[src/logic/bus_pkg.sv]
// ~~~~~~~~~~~~~~~~~~~~~~~~~~~~~~~~~~~~~~~~~~~~~~~~~
// Bus widths, register-bus and memory-bus structs
// ~~~~~~~~~~~~~~~~~~~~~~~~~~~~~~~~~~~~~~~~~~~~~~~~~

package bus_pkg;

  localparam int unsigned ADDR_W = 32;
  localparam int unsigned DATA_W = 32;

  // Register bus, valid/ready handshake
  typedef struct packed {
    logic [ADDR_W-1:0]   addr;
    logic                write;
    logic [DATA_W-1:0]   wdata;
    logic [DATA_W/8-1:0] wstrb;
    logic                valid;
  } reg_req_t;

  typedef struct packed {
    logic [DATA_W-1:0] rdata;
    logic              error;
    logic              ready;
  } reg_rsp_t;

  // Memory bus, req/gnt then rvalid
  typedef struct packed {
    logic                req;
    logic                we;
    logic [DATA_W/8-1:0] be;
    logic [ADDR_W-1:0]   addr;
    logic [DATA_W-1:0]   wdata;
  } obi_req_t;

  typedef struct packed {
    logic              gnt;
    logic              rvalid;
    logic [DATA_W-1:0] rdata;
  } obi_resp_t;

endpackage

[src/logic/accel_pkg.sv]
// ~~~~~~~~~~~~~~~~~~~~~~~~~~~~~~~~~~~~~~~~~~~~~~~~~
// Accelerator register map, opcodes, memory depth
// Job configuration and engine status structs
// ~~~~~~~~~~~~~~~~~~~~~~~~~~~~~~~~~~~~~~~~~~~~~~~~~

package accel_pkg;

  // Local memory
  localparam int unsigned CMEM_DEPTH = 256;
  localparam int unsigned CMEM_AW    = 8;

  // Register offsets, decoded on the low address byte
  localparam int unsigned REG_OFF_W = 8;

  localparam logic [REG_OFF_W-1:0] REG_CTRL   = 8'h00;
  localparam logic [REG_OFF_W-1:0] REG_SRC    = 8'h04;
  localparam logic [REG_OFF_W-1:0] REG_LEN    = 8'h08;
  localparam logic [REG_OFF_W-1:0] REG_DST    = 8'h0C;
  localparam logic [REG_OFF_W-1:0] REG_OP     = 8'h10;
  localparam logic [REG_OFF_W-1:0] REG_STATUS = 8'h14;
  localparam logic [REG_OFF_W-1:0] REG_IRQ_EN = 8'h18;
  localparam logic [REG_OFF_W-1:0] REG_RESULT = 8'h1C;

  // Code 3 folds as add
  typedef enum logic [1:0] {
    OP_ADD = 2'd0,
    OP_XOR = 2'd1,
    OP_MAX = 2'd2
  } op_e;

  typedef struct packed {
    logic [CMEM_AW-1:0]        src;
    logic [CMEM_AW:0]          len;
    logic [bus_pkg::ADDR_W-1:0] dst;
    op_e                       op;
  } job_cfg_t;

  // done is a single-cycle pulse
  typedef struct packed {
    logic                      busy;
    logic                      done;
    logic [bus_pkg::DATA_W-1:0] result;
  } engine_stat_t;

endpackage

[src/logic/accel_regs.sv]
// ~~~~~~~~~~~~~~~~~~~~~~~~~~~~~~~~~~~~~~~~~~~~~~~~~
// Register block: job setup, start, status, irq
// ~~~~~~~~~~~~~~~~~~~~~~~~~~~~~~~~~~~~~~~~~~~~~~~~~

`timescale 1ns/100ps

module accel_regs (
  input  logic                    clk_i,
  input  logic                    rst_n_i,
  input  bus_pkg::reg_req_t       reg_req_i,
  output bus_pkg::reg_rsp_t       reg_rsp_o,
  input  accel_pkg::engine_stat_t stat_i,
  output accel_pkg::job_cfg_t     cfg_o,
  output logic                    start_o,
  output logic                    irq_o
);

  logic [accel_pkg::REG_OFF_W-1:0] reg_off;
  logic [bus_pkg::DATA_W-1:0]      rd_val;
  logic [bus_pkg::DATA_W-1:0]      wr_val;
  logic                            hit;
  logic                            wr_en;
  logic                            start_req;

  logic [accel_pkg::CMEM_AW-1:0]   src_q;
  logic [accel_pkg::CMEM_AW:0]     len_q;
  logic [bus_pkg::ADDR_W-1:0]      dst_q;
  logic [1:0]                      op_q;
  logic                            irq_en_q;
  logic                            done_q;
  logic [bus_pkg::DATA_W-1:0]      result_q;
  logic                            start_q;

  // Byte-lane merge of write data into the current value
  function automatic logic [bus_pkg::DATA_W-1:0] strb_merge(
    input logic [bus_pkg::DATA_W-1:0]   old_val,
    input logic [bus_pkg::DATA_W-1:0]   new_val,
    input logic [bus_pkg::DATA_W/8-1:0] strb
  );
    logic [bus_pkg::DATA_W-1:0] res;
    res = old_val;
    for (int b = 0; b < bus_pkg::DATA_W / 8; b++) begin
      if (strb[b]) begin
        res[8*b +: 8] = new_val[8*b +: 8];
      end
    end
    return res;
  endfunction

  assign reg_off = reg_req_i.addr[accel_pkg::REG_OFF_W-1:0];

  always_comb begin
    rd_val = '0;
    hit    = 1'b1;
    case (reg_off)
      accel_pkg::REG_CTRL:   rd_val = '0;
      accel_pkg::REG_SRC:    rd_val[accel_pkg::CMEM_AW-1:0] = src_q;
      accel_pkg::REG_LEN:    rd_val[accel_pkg::CMEM_AW:0] = len_q;
      accel_pkg::REG_DST:    rd_val = dst_q;
      accel_pkg::REG_OP:     rd_val[1:0] = op_q;
      accel_pkg::REG_STATUS: rd_val[1:0] = {done_q, stat_i.busy};
      accel_pkg::REG_IRQ_EN: rd_val[0] = irq_en_q;
      accel_pkg::REG_RESULT: rd_val = result_q;
      default:               hit = 1'b0;
    endcase
  end

  // Every access completes in the cycle it is presented
  assign reg_rsp_o.ready = reg_req_i.valid;
  assign reg_rsp_o.error = reg_req_i.valid & ~hit;
  assign reg_rsp_o.rdata = rd_val;

  assign wr_en  = reg_req_i.valid & reg_req_i.write & hit;
  assign wr_val = strb_merge(rd_val, reg_req_i.wdata, reg_req_i.wstrb);

  // A start already in flight also blocks a second one
  assign start_req = wr_en & (reg_off == accel_pkg::REG_CTRL) & reg_req_i.wstrb[0]
                   & reg_req_i.wdata[0] & ~stat_i.busy & ~start_q;

  always_ff @(posedge clk_i or negedge rst_n_i) begin
    if (!rst_n_i) begin
      src_q    <= '0;
      len_q    <= '0;
      dst_q    <= '0;
      op_q     <= '0;
      irq_en_q <= 1'b0;
      done_q   <= 1'b0;
      result_q <= '0;
      start_q  <= 1'b0;
    end else begin
      start_q <= start_req;
      if (wr_en) begin
        case (reg_off)
          accel_pkg::REG_SRC:    src_q <= wr_val[accel_pkg::CMEM_AW-1:0];
          accel_pkg::REG_LEN:    len_q <= wr_val[accel_pkg::CMEM_AW:0];
          accel_pkg::REG_DST:    dst_q <= wr_val;
          accel_pkg::REG_OP:     op_q <= wr_val[1:0];
          accel_pkg::REG_IRQ_EN: irq_en_q <= wr_val[0];
          accel_pkg::REG_STATUS: begin
            if (reg_req_i.wstrb[0] && reg_req_i.wdata[1]) begin
              done_q <= 1'b0;
            end
          end
          default: ;
        endcase
      end
      // New completion wins over a clear in the same cycle
      if (stat_i.done) begin
        done_q   <= 1'b1;
        result_q <= stat_i.result;
      end
    end
  end

  assign cfg_o.src = src_q;
  assign cfg_o.len = len_q;
  assign cfg_o.dst = dst_q;
  assign cfg_o.op  = accel_pkg::op_e'(op_q);
  assign start_o   = start_q;
  assign irq_o     = done_q & irq_en_q;

  a_ready_needs_valid: assert property (
    @(posedge clk_i) disable iff (!rst_n_i)
    reg_rsp_o.ready |-> reg_req_i.valid
  );

endmodule

[config.mk]
export PLATFORM = sky130hd
export DESIGN_NAME = accel_regs
export DESIGN_NICKNAME = d
export VERILOG_FILES = /design/src/logic/bus_pkg.sv /design/src/logic/accel_pkg.sv /design/src/logic/accel_regs.sv
export SDC_FILE = /design/constraint.sdc
export NUM_CORES = 1
export LEC_CHECK = 0
export ABC_CLOCK_PERIOD_IN_PS = 1600
export BUFFER_PORTS_ARGS = -buffer_cell sky130_fd_sc_hd__buf_2
export CORE_MARGIN = 2
export CORE_UTILIZATION = 35
export DETAILED_ROUTE_END_ITERATION = 10
export HOLD_SLACK_MARGIN = 0.02
export SYNTH_ARGS = -nofsm -noshare
export SYNTH_HDL_FRONTEND = slang
export SYNTH_SLANG_ARGS = --single-unit
export TNS_END_PERCENT = 100
[constraint.sdc]
create_clock -name clk_i -period 1.6 [get_ports clk_i]
set_input_delay 0.16 -clock clk_i [delete_from_list [all_inputs] [get_ports clk_i]]
set_output_delay 0.16 -clock clk_i [all_outputs]
set_load 0.01 [all_outputs]
==> impl_metrics.tcl <==
set metrics [dict create \
    peakVddDrop_mv 0.5491 \
    grt_max_degree 46 \
    worst_slack_ps -140.9 \
    grt_pass1_wl_um 22330 \
    hold_class "in2reg" \
    finalCritPeriodShare 1.088 \
    drive_gt1_frac 0.5230 \
    max_stage_delay_ps 390 \
    clock_sinks 86 \
    stdcell_count 803 \
    power_leakage_nw 3.362 \
    clock_path_buffers 2 \
    worstPathRequired_ps 1440 \
    place.gp.congestion 0.9248 \
    violations "setup timing" \
    synthArstFlopShare 1.000 \
    maxCapViolCount 0 \
    slew-limit-headroom 0.5967 \
    drcViolationCount 0 \
    tritoncts "yes" \
    nets 733 \
    worstSkewPairLatency_ps 340 \
    fin_skew_ps 4.361 \
    ioPinCount 193 \
    synth-edff-count 0 \
    multi_input_area_sq_um 2486 \
    final_antenna_net_count 0 \
    syn_avg_cell_area_sq_um 10.67 \
    yosysWarnings 0 \
    drv_slew 0 \
    dieArea_sq_um 13820 \
    cts-root-buf "clkbuf_16" \
    seqCellArea_sq_um 2152 \
    crit_chain "mux2_4, a221oi_4, nor3_2, buf_2" \
    io_buffers 168 \
    min_period_ps 1741 \
    synth_seq_area_share 0.4767 \
    finalSetupTns_ps -456.8 \
    hold_path_depth 2 \
    cp-end-kind "primary output" \
    postSynthCellCount 423 \
    htreeDepth 3 \
    fp.dieH_um 117.6 \
    synth_cell_types 44 \
    fmax_ghz 0.5744 \
    ys_ff_latch 86 \
    grt_usage 0.2049 \
    wire_per_inst_um 17.49 \
    antenna_found_initial 0 \
    dpl.hpwl_um 10100 \
    syn_area_sq_um 4514 \
    cts_buffers 9 \
    worst_slew_pin_slew_ps 599.5 \
    cp_top_family "flip-flops" \
    drtIter0Drc 321 \
    first_pass_iters 4 \
    yosys_most_used_dff "dfrtp_1" \
    grt_overflow 0 \
    fill_cells 1139 \
    powerDensity_nw_per_um2 763.7 \
    diodes 0 \
    setup_viol 6 \
    grt_setup_unrepaired "true" \
    numPlacedInstances 775 \
    start_kind "flop" \
    reg2regPathDepth 5 \
    cts.clk_slew.worst_paths_ps 60 \
    crit_arrival_ps 1580 \
    placementRows 41 \
    via_count 4131 \
    outcome "finished, violations left" \
    start_util 0.3577 \
    hold_violations 0 \
    syn-num-nets 529 \
    grt_pass1_vias 4238 \
    totalWireLength_um 14040 \
    critPathLaunch "dst_q[4]$_DFFE_PN0P_" \
    areaGrowthSynthToFinish_pct 46.18 \
    via_per_inst 5.144 \
    cp_slowest_cell "dfrtp_1" \
    r2r-start "dst_q[4]$_DFFE_PN0P_" \
    core_area_sq_um 12620 \
    crit_type "reg2out" \
    crit_cells 4 \
    critPathMaxFanout 2 \
    cp_num_buf_inv 1 \
    die_w_um 117.6 \
    r2r_setup_slack_ps -30 \
    min_from "stat_i[6]" \
]
[worst paths after layout]
kind                                            to
min in group asynchronous    dst_q[26]$_DFFE_PN0P_
setup reg to reg              dst_q[4]$_DFFE_PN0P_
hold reg to reg            result_q[3]$_DFFE_PN0P_
setup / recovery                      reg_rsp_o[6]
hold / removal             result_q[6]$_DFFE_PN0P_
max in group asynchronous    dst_q[11]$_DFFE_PN0P_
[stage by stage]
stage | worst slack [ps] | hold WS, ps | util | power [mW] | instance area, sq um
3_3_place_gp | -362.9 | 149.2 | 0.4668 | 3.044 | 5891
2_1_floorplan | -82.33 | -135.6 | - | 2.732 | 4588
5_1_grt | -199.5 | 41.03 | 0.5229 | 5.267 | 6599
4_1_cts | -142.0 | 31.96 | 0.5054 | 5.064 | 6377
3_5_place_dp | -385.5 | 151.1 | 0.4668 | 3.060 | 5891
6_report | -140.9 | 45.02 | 0.5229 | 5.040 | 6599
[state kept, by name (all words and copies together), names as in the netlist]
signal and count:
src_q 8, len_q 9, irq_en_q 1, result_q 32, start_o 1, op_q 2
dst_q 32, done_q 1
[Yosys cell counts, drive strengths merged, types with 2 or more instances]
| master | count | area [sq um] |
|---|---|---|
| dfrtp | 86 | 2152 |
| nor2 | 54 | 202.7 |
| mux2i | 53 | 530.5 |
| mux2 | 46 | 518.0 |
| a21oi | 34 | 170.2 |
| nor3 | 25 | 125.1 |
| buf | 20 | 103.9 |
| nand2 | 19 | 71.32 |
| clkbuf | 15 | 56.30 |
| a31oi | 10 | 62.56 |
| nand3b | 8 | 60.06 |
| o21ai | 6 | 30.02 |
| nor4 | 5 | 76.32 |
| and2 | 3 | 18.77 |
| and3b | 3 | 26.28 |
| nand2b | 3 | 18.77 |
| o22a | 3 | 26.28 |
| o41ai | 3 | 26.28 |
| or3 | 3 | 18.77 |
| inv | 2 | 7.510 |
| mux4 | 2 | 45.04 |
| nor4b | 2 | 23.77 |
| or3b | 2 | 17.52 |
[cells in the final DEF, fill, tap and decap left out, drive strengths merged, types with 2 or more instances in the layout]
cell    Yosys  final
or3         3      3
dfrtp      86     86
nor4b       2      2
nand3b      8      8
nand2b      3      3
mux2       46     46
nand2      19     19
clkbuf     15     15
inv         2      2
and2        3      3
and3b       3      3
nor3       25     25
a21oi      34     34
a31oi      10     10
mux4        2      2
o21ai       6      6
o41ai       3      3
nor4        5      5
o22a        3      3
nor2       54     54
buf        20    226
or3b        2      2
mux2i      53     53
[cell type report]
type,count,share of cell area
clock buffer,14,0.04001
sequential,86,0.3261
tap,172,0.03261
multi-input combinational,300,0.3768
inverter,2,0.001138
timing repair buffer,228,0.2226
clock inverter,1,0.0007584
[routing by layer]
metal | track usage | vias to the layer above | wire [um]
met4 | 0.09111 | 0 | 238
met3 | 0.05959 | 20 | 1259
met2 | 0.3279 | 180 | 6583
met5 | 0 | - | 0
met1 | 0.2576 | 2000 | 5961
li1 | - | 1931 | -
[repair_timing]
action | 4_1_cts | 5_1_grt
hold buffers | 1 | 0
buffers inserted | 7 | 6
pin swaps | 3 | 9
cloned | 0 | 1
hold endpoints to repair | 32 | 0
setup endpoints to repair | 36 | 27
resized for setup | 32 | 34
[cell families after synthesis]
kind of cell	Yosys count	synth area share
AOI/OAI and AO/OA	64	0.08454
buffers and inverters	37	0.03714
DFF	86	0.4767
muxes	101	0.2422
and+or+nand+nor	135	0.1594
[power by group]
part	internal (mW)	total, mW	leakage [nW]	switching (mW)
Combinational	0.363	0.741	2.11	0.378
Clock	1.13	1.95	0.133	0.818
Sequential	2.28	2.35	1.12	0.0693
(Power assumes the default switching activity.)
