### src/logic/bus_pkg.sv
// ~~~~~~~~~~~~~~~~~~~~~~~~~~~~~~~~~~~~~~~~~~~~~~~~~
// Bus widths, register-bus and memory-bus structs
// ~~~~~~~~~~~~~~~~~~~~~~~~~~~~~~~~~~~~~~~~~~~~~~~~~

package bus_pkg;

  localparam int unsigned ADDR_W = 32;
  localparam int unsigned DATA_W = 32;

  // Register bus, valid/ready handshake
  typedef struct packed {
    logic [ADDR_W-1:0]   addr;
    logic                write;
    logic [DATA_W-1:0]   wdata;
    logic [DATA_W/8-1:0] wstrb;
    logic                valid;
  } reg_req_t;

  typedef struct packed {
    logic [DATA_W-1:0] rdata;
    logic              error;
    logic              ready;
  } reg_rsp_t;

  // Memory bus, req/gnt then rvalid
  typedef struct packed {
    logic                req;
    logic                we;
    logic [DATA_W/8-1:0] be;
    logic [ADDR_W-1:0]   addr;
    logic [DATA_W-1:0]   wdata;
  } obi_req_t;

  typedef struct packed {
    logic              gnt;
    logic              rvalid;
    logic [DATA_W-1:0] rdata;
  } obi_resp_t;

endpackage

### src/logic/accel_pkg.sv
// ~~~~~~~~~~~~~~~~~~~~~~~~~~~~~~~~~~~~~~~~~~~~~~~~~
// Accelerator register map, opcodes, memory depth
// Job configuration and engine status structs
// ~~~~~~~~~~~~~~~~~~~~~~~~~~~~~~~~~~~~~~~~~~~~~~~~~

package accel_pkg;

  // Local memory
  localparam int unsigned CMEM_DEPTH = 256;
  localparam int unsigned CMEM_AW    = 8;

  // Register offsets, decoded on the low address byte
  localparam int unsigned REG_OFF_W = 8;

  localparam logic [REG_OFF_W-1:0] REG_CTRL   = 8'h00;
  localparam logic [REG_OFF_W-1:0] REG_SRC    = 8'h04;
  localparam logic [REG_OFF_W-1:0] REG_LEN    = 8'h08;
  localparam logic [REG_OFF_W-1:0] REG_DST    = 8'h0C;
  localparam logic [REG_OFF_W-1:0] REG_OP     = 8'h10;
  localparam logic [REG_OFF_W-1:0] REG_STATUS = 8'h14;
  localparam logic [REG_OFF_W-1:0] REG_IRQ_EN = 8'h18;
  localparam logic [REG_OFF_W-1:0] REG_RESULT = 8'h1C;

  // Code 3 folds as add
  typedef enum logic [1:0] {
    OP_ADD = 2'd0,
    OP_XOR = 2'd1,
    OP_MAX = 2'd2
  } op_e;

  typedef struct packed {
    logic [CMEM_AW-1:0]        src;
    logic [CMEM_AW:0]          len;
    logic [bus_pkg::ADDR_W-1:0] dst;
    op_e                       op;
  } job_cfg_t;

  // done is a single-cycle pulse
  typedef struct packed {
    logic                      busy;
    logic                      done;
    logic [bus_pkg::DATA_W-1:0] result;
  } engine_stat_t;

endpackage

### src/logic/reduce_engine.sv
// ~~~~~~~~~~~~~~~~~~~~~~~~~~~~~~~~~~~~~~~~~~~~~~~~~
// Reduction engine: memory stream, fold, bus write
// ~~~~~~~~~~~~~~~~~~~~~~~~~~~~~~~~~~~~~~~~~~~~~~~~~

`timescale 1ns/100ps

module reduce_engine (
  input  logic                          clk_i,
  input  logic                          rst_n_i,
  input  accel_pkg::job_cfg_t           cfg_i,
  input  logic                          start_i,
  output logic                          rd_en_o,
  output logic [accel_pkg::CMEM_AW-1:0] rd_idx_o,
  input  logic [bus_pkg::DATA_W-1:0]    rd_data_i,
  output bus_pkg::obi_req_t             master_req_o,
  input  bus_pkg::obi_resp_t            master_resp_i,
  output accel_pkg::engine_stat_t       stat_o
);

  typedef enum logic [2:0] {
    ST_IDLE,
    ST_READ,
    ST_DRAIN,
    ST_WRITE,
    ST_WAIT
  } state_e;

  state_e                        state_q;
  logic [accel_pkg::CMEM_AW-1:0] idx_q;
  logic [accel_pkg::CMEM_AW:0]   cnt_q;
  logic [bus_pkg::DATA_W-1:0]    acc_q;
  logic [bus_pkg::ADDR_W-1:0]    dst_q;
  accel_pkg::op_e                op_q;
  logic                          data_vld_q;
  logic                          rsp_done;

  function automatic logic [bus_pkg::DATA_W-1:0] fold(
    input accel_pkg::op_e             op,
    input logic [bus_pkg::DATA_W-1:0] acc,
    input logic [bus_pkg::DATA_W-1:0] din
  );
    case (op)
      accel_pkg::OP_XOR: return acc ^ din;
      accel_pkg::OP_MAX: return (din > acc) ? din : acc;
      default:           return acc + din;
    endcase
  endfunction

  always_ff @(posedge clk_i or negedge rst_n_i) begin
    if (!rst_n_i) begin
      state_q    <= ST_IDLE;
      idx_q      <= '0;
      cnt_q      <= '0;
      acc_q      <= '0;
      dst_q      <= '0;
      op_q       <= accel_pkg::OP_ADD;
      data_vld_q <= 1'b0;
    end else begin
      // Memory data lands one cycle after each read
      data_vld_q <= rd_en_o;
      if (data_vld_q) begin
        acc_q <= fold(op_q, acc_q, rd_data_i);
      end

      case (state_q)
        ST_IDLE: begin
          if (start_i) begin
            idx_q   <= cfg_i.src;
            cnt_q   <= cfg_i.len;
            dst_q   <= cfg_i.dst;
            op_q    <= cfg_i.op;
            acc_q   <= '0;
            state_q <= (cfg_i.len == '0) ? ST_WRITE : ST_READ;
          end
        end
        ST_READ: begin
          // Index wraps at the top of memory
          idx_q <= idx_q + 1'b1;
          cnt_q <= cnt_q - 1'b1;
          if (cnt_q == 1) begin
            state_q <= ST_DRAIN;
          end
        end
        ST_DRAIN: begin
          state_q <= ST_WRITE;
        end
        ST_WRITE: begin
          if (master_resp_i.gnt) begin
            state_q <= ST_WAIT;
          end
        end
        ST_WAIT: begin
          if (master_resp_i.rvalid) begin
            state_q <= ST_IDLE;
          end
        end
        default: state_q <= ST_IDLE;
      endcase
    end
  end

  assign rd_en_o  = (state_q == ST_READ);
  assign rd_idx_o = idx_q;

  assign master_req_o.req   = (state_q == ST_WRITE);
  assign master_req_o.we    = 1'b1;
  assign master_req_o.be    = '1;
  assign master_req_o.addr  = dst_q;
  assign master_req_o.wdata = acc_q;

  assign rsp_done = (state_q == ST_WAIT) & master_resp_i.rvalid;

  assign stat_o.busy   = (state_q != ST_IDLE);
  assign stat_o.done   = rsp_done;
  assign stat_o.result = acc_q;

  a_req_stable: assert property (
    @(posedge clk_i) disable iff (!rst_n_i)
    master_req_o.req && !master_resp_i.gnt |=> master_req_o.req && $stable(master_req_o)
  );

  // The target may only answer a write it has granted
  a_rvalid_outstanding: assert property (
    @(posedge clk_i) disable iff (!rst_n_i)
    master_resp_i.rvalid |-> state_q == ST_WAIT
  );

endmodule

### config.mk
export PLATFORM = sky130hd
export DESIGN_NAME = reduce_engine
export DESIGN_NICKNAME = d
export VERILOG_FILES = /design/src/logic/bus_pkg.sv /design/src/logic/accel_pkg.sv /design/src/logic/reduce_engine.sv
export SDC_FILE = /design/constraint.sdc
export NUM_CORES = 1
export LEC_CHECK = 0
export ABC_AREA = 1
export BUFFER_PORTS_ARGS = -buffer_cell sky130_fd_sc_hd__buf_2
export CAP_MARGIN = 5
export CORE_UTILIZATION = 55
export DETAILED_ROUTE_END_ITERATION = 10
export PLACE_DENSITY = 0.83
export SYNTH_ARGS = -nofsm -noshare
export SYNTH_HDL_FRONTEND = slang
export SYNTH_SLANG_ARGS = --single-unit
### constraint.sdc
create_clock -name clk_i -period 6.7 [get_ports clk_i]
set_input_delay 0.335 -clock clk_i [delete_from_list [all_inputs] [get_ports clk_i]]
set_output_delay 0.335 -clock clk_i [all_outputs]
set_load 0.01 [all_outputs]
==> results of run 1 <==
==> worst max path at each step <==
| stage | from | endpoint | slack (ns) | cells after the start |
|---|---|---|---|---|
| 2_1_floorplan | acc_q[7] | acc_q[16] | 4.47 | 15 |
| 3_3_place_gp | rd_data_i[29] | acc_q[11] | 3.28 | 12 |
| 3_5_place_dp | acc_q[29] | acc_q[4] | 3.23 | 12 |
| 4_1_cts | acc_q[29] | acc_q[4] | 3.20 | 12 |
| 5_1_grt | acc_q[7] | acc_q[31] | 2.99 | 13 |
| 6_report | acc_q[29] | acc_q[1] | 3.19 | 12 |
==> per-layer routing <==
metal,track usage,vias to the layer above
li1,-,4323
met1,0.382,4002
met2,0.518,276
met3,0.0436,33
met4,0.0931,0
met5,0,-
==> logic make-up (layout without fill, tap and decap cells) <==
logic type / after synthesis / count (layout) / share of synthesized area
flops: 87 / 87 / 0.252
fa+ha+maj: 69 / 69 / 0.101
xor+xnor: 10 / 10 / 0.0101
simple gates: 608 / 608 / 0.338
buf+inv: 257 / 391 / 0.138
compound gates: 241 / 241 / 0.160
other cells: 1 / 5 / 0.000433
==> final cells by class <==
cell class,instances,area (um2),area share
tap,211,264,0.0272
timing repair buffer,202,1030,0.106
clock inverter,7,65.1,0.00670
multi-input combinational,933,5300,0.545
clock buffer,9,225,0.0232
sequential,87,2180,0.224
inverter,173,649,0.0668
==> power groups by stage <==
stage / Combinational (mW) / Sequential [mW] / Clock [mW]
4_1_cts: 3.70 / 1.06 / 0.517
3_5_place_dp: 3.68 / 1.06 / 0
5_1_grt: 4.19 / 1.11 / 0.542
6_report: 3.72 / 1.06 / 0.513
2_1_floorplan: 2.84 / 1.10 / 0
3_3_place_gp: 3.59 / 1.06 / 0
==> cell usage in the layout, fill, tap and decap left out, types with 31 or more instances in the layout <==
cell type	count
nand3_1	58
ha_1	67
dfrtp_1	86
nand2_2	31
nand3_2	59
buf_2	194
a21oi_1	99
o21ai_0	81
nand2_1	323
inv_1	167
nor2_1	93
==> worst register-to-register path: cells and delay by family (launching register included) <==
| kind | cells | cell delay (ns) |
|---|---|---|
| compound gates | 4 | 0.62 |
| fa+ha+maj | 1 | 0.37 |
| buf+inv | 1 | 0.09 |
| flops | 1 | 0.40 |
| simple gates | 6 | 1.91 |
==> registers in the layout, indices dropped and copies added (netlist names) <==
signal      cells
acc_q          32
cnt_q           9
data_vld_q      1
dst_q          32
op_q            2
rd_idx_o        8
state_q         3
==> stage by stage <==
step | setup slack [ns] | util | total power [mW] | std cells | hold WS [ns]
floorplan | 4.47 | - | 3.93 | 1277 | 0.0394
global placement | 3.28 | 0.617 | 4.65 | 1605 | 0.373
detailed placement | 3.23 | 0.617 | 4.74 | 1605 | 0.378
CTS | 3.20 | 0.637 | 5.27 | 1622 | 0.164
global route | 2.99 | 0.637 | 5.84 | 1622 | 0.178
finish | 3.19 | 0.637 | 5.29 | 1622 | 0.168
==> what timing repair did <==
item	in CTS	in global routing
hold endpoints to repair	5	0
hold buffers	1	0
endpoints found under the setup margin	0	0
==> impl_metrics.yaml, run 1 <==
timing:
  clock_skew_ns: 0.0106
  hold_viol_final: 0
  rsz0062_at_grt: "false"
  worstMarginPinSlew_ns: 0.993
  fin_tns_setup_ns: 0
  fmax_mhz: 285
  slew_violations: 0
  period_minus_slack_ns: 3.51
  slew_headroom: 0.338
  setup_violations: 0
  period_share: 0.524
clock_tree:
  clock_latency_ns: 0.36
  path_clk_slew_ns: 0.08
  clk_path_buf_depth: 2
  tritoncts: "built"
  cts_buffers: 9
  htree_levels: 3
  postCtsSetupBuffers: 0
  cts-resized-gates: 0
  clock-sinks: 87
  clockRootBuffer: "clkbuf_16"
hold_path:
  whs_endpoint: "dst_q[11]"
  worstHoldStart: "cfg_i[13]"
  whs_path_depth: 3
  hold_class: "input port to flip-flop"
logic_synthesis:
  async_reset_ff_frac: 1.00
  synth_edf_count: 0
  syn_inst: 1273
  synth.area.top_cells: "dfrtp_1, nand2_1, ha_1"
  synth.most_common_cell: "nand2_1"
  ys_ff_latch: 87
  synth_common_cells: "nand2_1, inv_1, a21oi_1"
  synth.top_cell.area_share: 0.252
  syn-cell-area_um2: 8650
  yosys_warnings: 0
  synth.distinct_cells: 44
  synth_seq_area_share: 0.252
  synth_ff_type: "dfrtp_1"
  avgSynthCellArea_um2: 6.80
  yosysTopAreaCell: "dfrtp_1"
finish:
  antenna_cells: 0
  nNetsFinal: 1595
  fin_area_um2: 9710
  fill_cells: 1454
  area_delta_synth_final_pct: 12.3
  drive_gt1_frac: 0.250
worst_setup_path:
  crit_family: "simple AND/OR/NAND/NOR gates"
  cp.required_ns: 6.94
  rr_worst_depth: 12
  crit_path_max_fanout: 33
  endpoint_kind: "flip-flop"
  slowest_stage: "nand2_4"
  crit_buf_inv: 1
  worstPathArrival_ns: 3.75
  start_kind: "flip-flop"
  r2r_start: "acc_q[29]"
  path_cells: "inv_1 -> ha_1 -> a21oi_1 -> o21ai_0 -> a21oi_1 -> nand4_4 -> nand2_4 -> nand2_1 -> nand3_1 -> nand2_1 -> nand2_1 -> a21oi_1"
  critPathKind: "flip-flop to flip-flop"
  r2r_slack_ns: 3.19
  cpPeakStageDelay_ns: 0.82
  r2r_end: "acc_q[1]"
pwr:
  power_density_nw_per_um2: 545
  combPwrFrac: 0.703
  pwr-share-seq: 0.200
  switchingPower_mw: 2.95
  clkPwrFrac: 0.097
  p_int_mw: 2.34
  peakVddDrop_uv: 263
  p_sw_frac: 0.557
  total_leakage_power_nw: 5.17
route:
  wl_per_cell_um: 14.5
  vias: 8634
  detail-route-antenna-nets: 0
  top_layer: "met4"
  drc: 0
  drt-met1-wl_um: 10400
  wl_met3_um: 1350
  firstDrtPassIters: 7
  viasPerCell: 5.32
  drt-initial-drc-count: 578
  wl_met2_um: 11400
  wl_um: 23500
floorplanning:
  initial_core_util: 0.567
  die_y_um: 127
  ios: 233
  die_area_um2: 16200
  rows: 45
  die_w_um: 127
  core_um2: 15300
flow_run:
  max-cap-violations: 0
global_routing:
  grt_max_degree: 74
  grt_pass1_wl_um: 39000
  antenna_found_initial: 0
  grt-ovfl-total: 0
  track_usage: 0.299
  grt_pass1_vias: 8169
placed_design:
  hpwlAfterDp_um: 17600
  gp_congestion: 0.957
  place_area_um2: 9410
  io_buffer_count: 195
run_status:
  status: "finished clean"
(Power assumes the default switching activity.)
==> run 2, diff against run 1 <==
--- a/config.mk
+++ b/config.mk
@@ -8,9 +8,9 @@
 export ABC_AREA = 1
 export BUFFER_PORTS_ARGS = -buffer_cell sky130_fd_sc_hd__buf_2
 export CAP_MARGIN = 5
-export CORE_UTILIZATION = 55
+export CORE_UTILIZATION = 49
 export DETAILED_ROUTE_END_ITERATION = 10
-export PLACE_DENSITY = 0.83
+export PLACE_DENSITY = 0.78
 export SYNTH_ARGS = -nofsm -noshare
 export SYNTH_HDL_FRONTEND = slang
 export SYNTH_SLANG_ARGS = --single-unit
==> constraint.sdc (replaced) <==
create_clock -name clk_i -period 3 [get_ports clk_i]
set_input_delay 0.15 -clock clk_i [delete_from_list [all_inputs] [get_ports clk_i]]
set_output_delay 0.15 -clock clk_i [all_outputs]
set_load 0.01 [all_outputs]
==> impl_metrics.yaml, run 2 (synthesis results as in run 1) <==
timing:
  worstMarginPinSlew_ns: 1.00
  period_minus_slack_ns: 2.64
  fmax_mhz: 378
  setup_slack_ns: 0.356
  slew_violations: 0
  clock_skew_ns: 0.00858
  fin_tns_setup_ns: 0
  setup_violations: 0
  period_share: 0.881
  slew_headroom: 0.334
  hold_viol_final: 0
  rsz0062_at_grt: "false"
route:
  firstDrtPassIters: 6
  viasPerCell: 5.28
  drc: 0
  wl_per_cell_um: 15.0
  vias: 8811
  wl_um: 25100
  drt-initial-drc-count: 488
  detail-route-antenna-nets: 0
pwr:
  total_leakage_power_nw: 5.34
  peakVddDrop_uv: 673
  power_density_nw_per_um2: 1200
  power_mw: 12.1
global_routing:
  antenna_found_initial: 1
  grt-ovfl-total: 0
  grt_pass1_vias: 8329
  track_usage: 0.282
  grt_max_degree: 74
  grt_pass1_wl_um: 40800
floorplanning:
  core_um2: 17300
  die_w_um: 135
  initial_core_util: 0.500
  die_area_um2: 18200
  rows: 48
  ios: 233
  die_y_um: 135
clock_tree:
  path_clk_slew_ns: 0.08
  tritoncts: "built"
  clock-sinks: 87
  clock_latency_ns: 0.36
  postCtsSetupBuffers: 0
  clockRootBuffer: "clkbuf_16"
  cts_buffers: 9
  htree_levels: 3
  clk_path_buf_depth: 2
finish:
  fill_cells: 1624
  top_regs: "acc_q (32), dst_q (32), cnt_q (9)"
  antenna_cells: 0
  final_common_cell: "nand2_1"
  drive_gt1_frac: 0.251
  nNetsFinal: 1629
  final_cell_mix: "nand2_1, buf_2, inv_1, a21oi_1, nor2_1"
  area_delta_synth_final_pct: 16.7
placed_design:
  hpwlAfterDp_um: 18700
  io_buffer_count: 195
  post-place-ws_ns: 0.393
  gp_congestion: 1.02
worst_setup_path:
  worstPathArrival_ns: 2.94
  critPathKind: "flip-flop to flip-flop"
  crit_path_max_fanout: 6
  start_kind: "flip-flop"
  endpoint_kind: "flip-flop"
  cp.required_ns: 3.29
run_status:
  status: "finished clean"
hold_path:
  hold_class: "input port to flip-flop"
flow_run:
  max-cap-violations: 0
run 2: worst paths after layout:
kind | startpoint | end | slack, ns | depth (start not counted)
worst max-delay path | acc_q[1] | acc_q[25] | 0.36 | 13
worst min-delay path | cfg_i[0] | op_q[0] | 0.004 | 3
worst max register to register | acc_q[1] | acc_q[25] | 0.36 | 13
worst min register to register | dst_q[1] | dst_q[1] | 0.47 | 2
max in group asynchronous | rst_n_i | dst_q[9] | 1.71 | 3
min in group asynchronous | rst_n_i | acc_q[17] | 0.43 | 2
run 2: power breakdown:
group | internal (mW) | leakage, nW | switching (mW)
logic | 3.03 | 4.14 | 5.53
registers | 1.77 | 1.05 | 0.595
clock network | 0.588 | 0.143 | 0.580
total | 5.39 | 5.34 | 6.71
run 2: metal layers:
metal	global-route usage	vias to the layer above	wire, um
met5	0	-	0
met1	0.353	4050	11000
met3	0.0488	35	1610
met4	0.0830	0	394
li1	-	4397	-
met2	0.492	329	12100
run 2: final cells by class:
class	instances	area [um2]	share of cell area
Clock buffer	9	225	0.0223
Clock inverter	7	72.6	0.00719
Inverter	173	649	0.0643
Multi-Input combinational cell	933	5300	0.525
Sequential cell	87	2180	0.216
Tap cell	225	282	0.0279
Timing Repair Buffer	236	1390	0.138
run 2: timing repair:
item | in CTS | in global routing
hold endpoints to repair | 58 | 0
endpoints found under the setup margin | 0 | 0
hold buffers | 26 | 0
resized for setup | 0 | 0
run 2: metrics by stage:
step                      instance area [um2]  hold slack (ns)  cells  utilization
final                                   10100          0.00434   1670        0.584
after global routing                    10100           0.0144   1670        0.584
after CTS                               10100         0.000733   1670        0.584
after detailed placement                 9540            0.349   1628        0.551
after global placement                   9540            0.343   1628        0.551
after floorplan                          8670           -0.146   1277            -
run 2: worst max-delay path, cell delays in order, from the launching register on:
cell	delay, ns
dfrtp_1	0.50
inv_1	0.11
ha_1	0.33
inv_1	0.11
nand3_1	0.08
nand3_1	0.12
a21oi_1	0.14
o21ai_0	0.44
nand2_1	0.25
nand3_1	0.15
nand2_1	0.05
nand3_1	0.10
nand2_1	0.08
a21oi_2	0.11
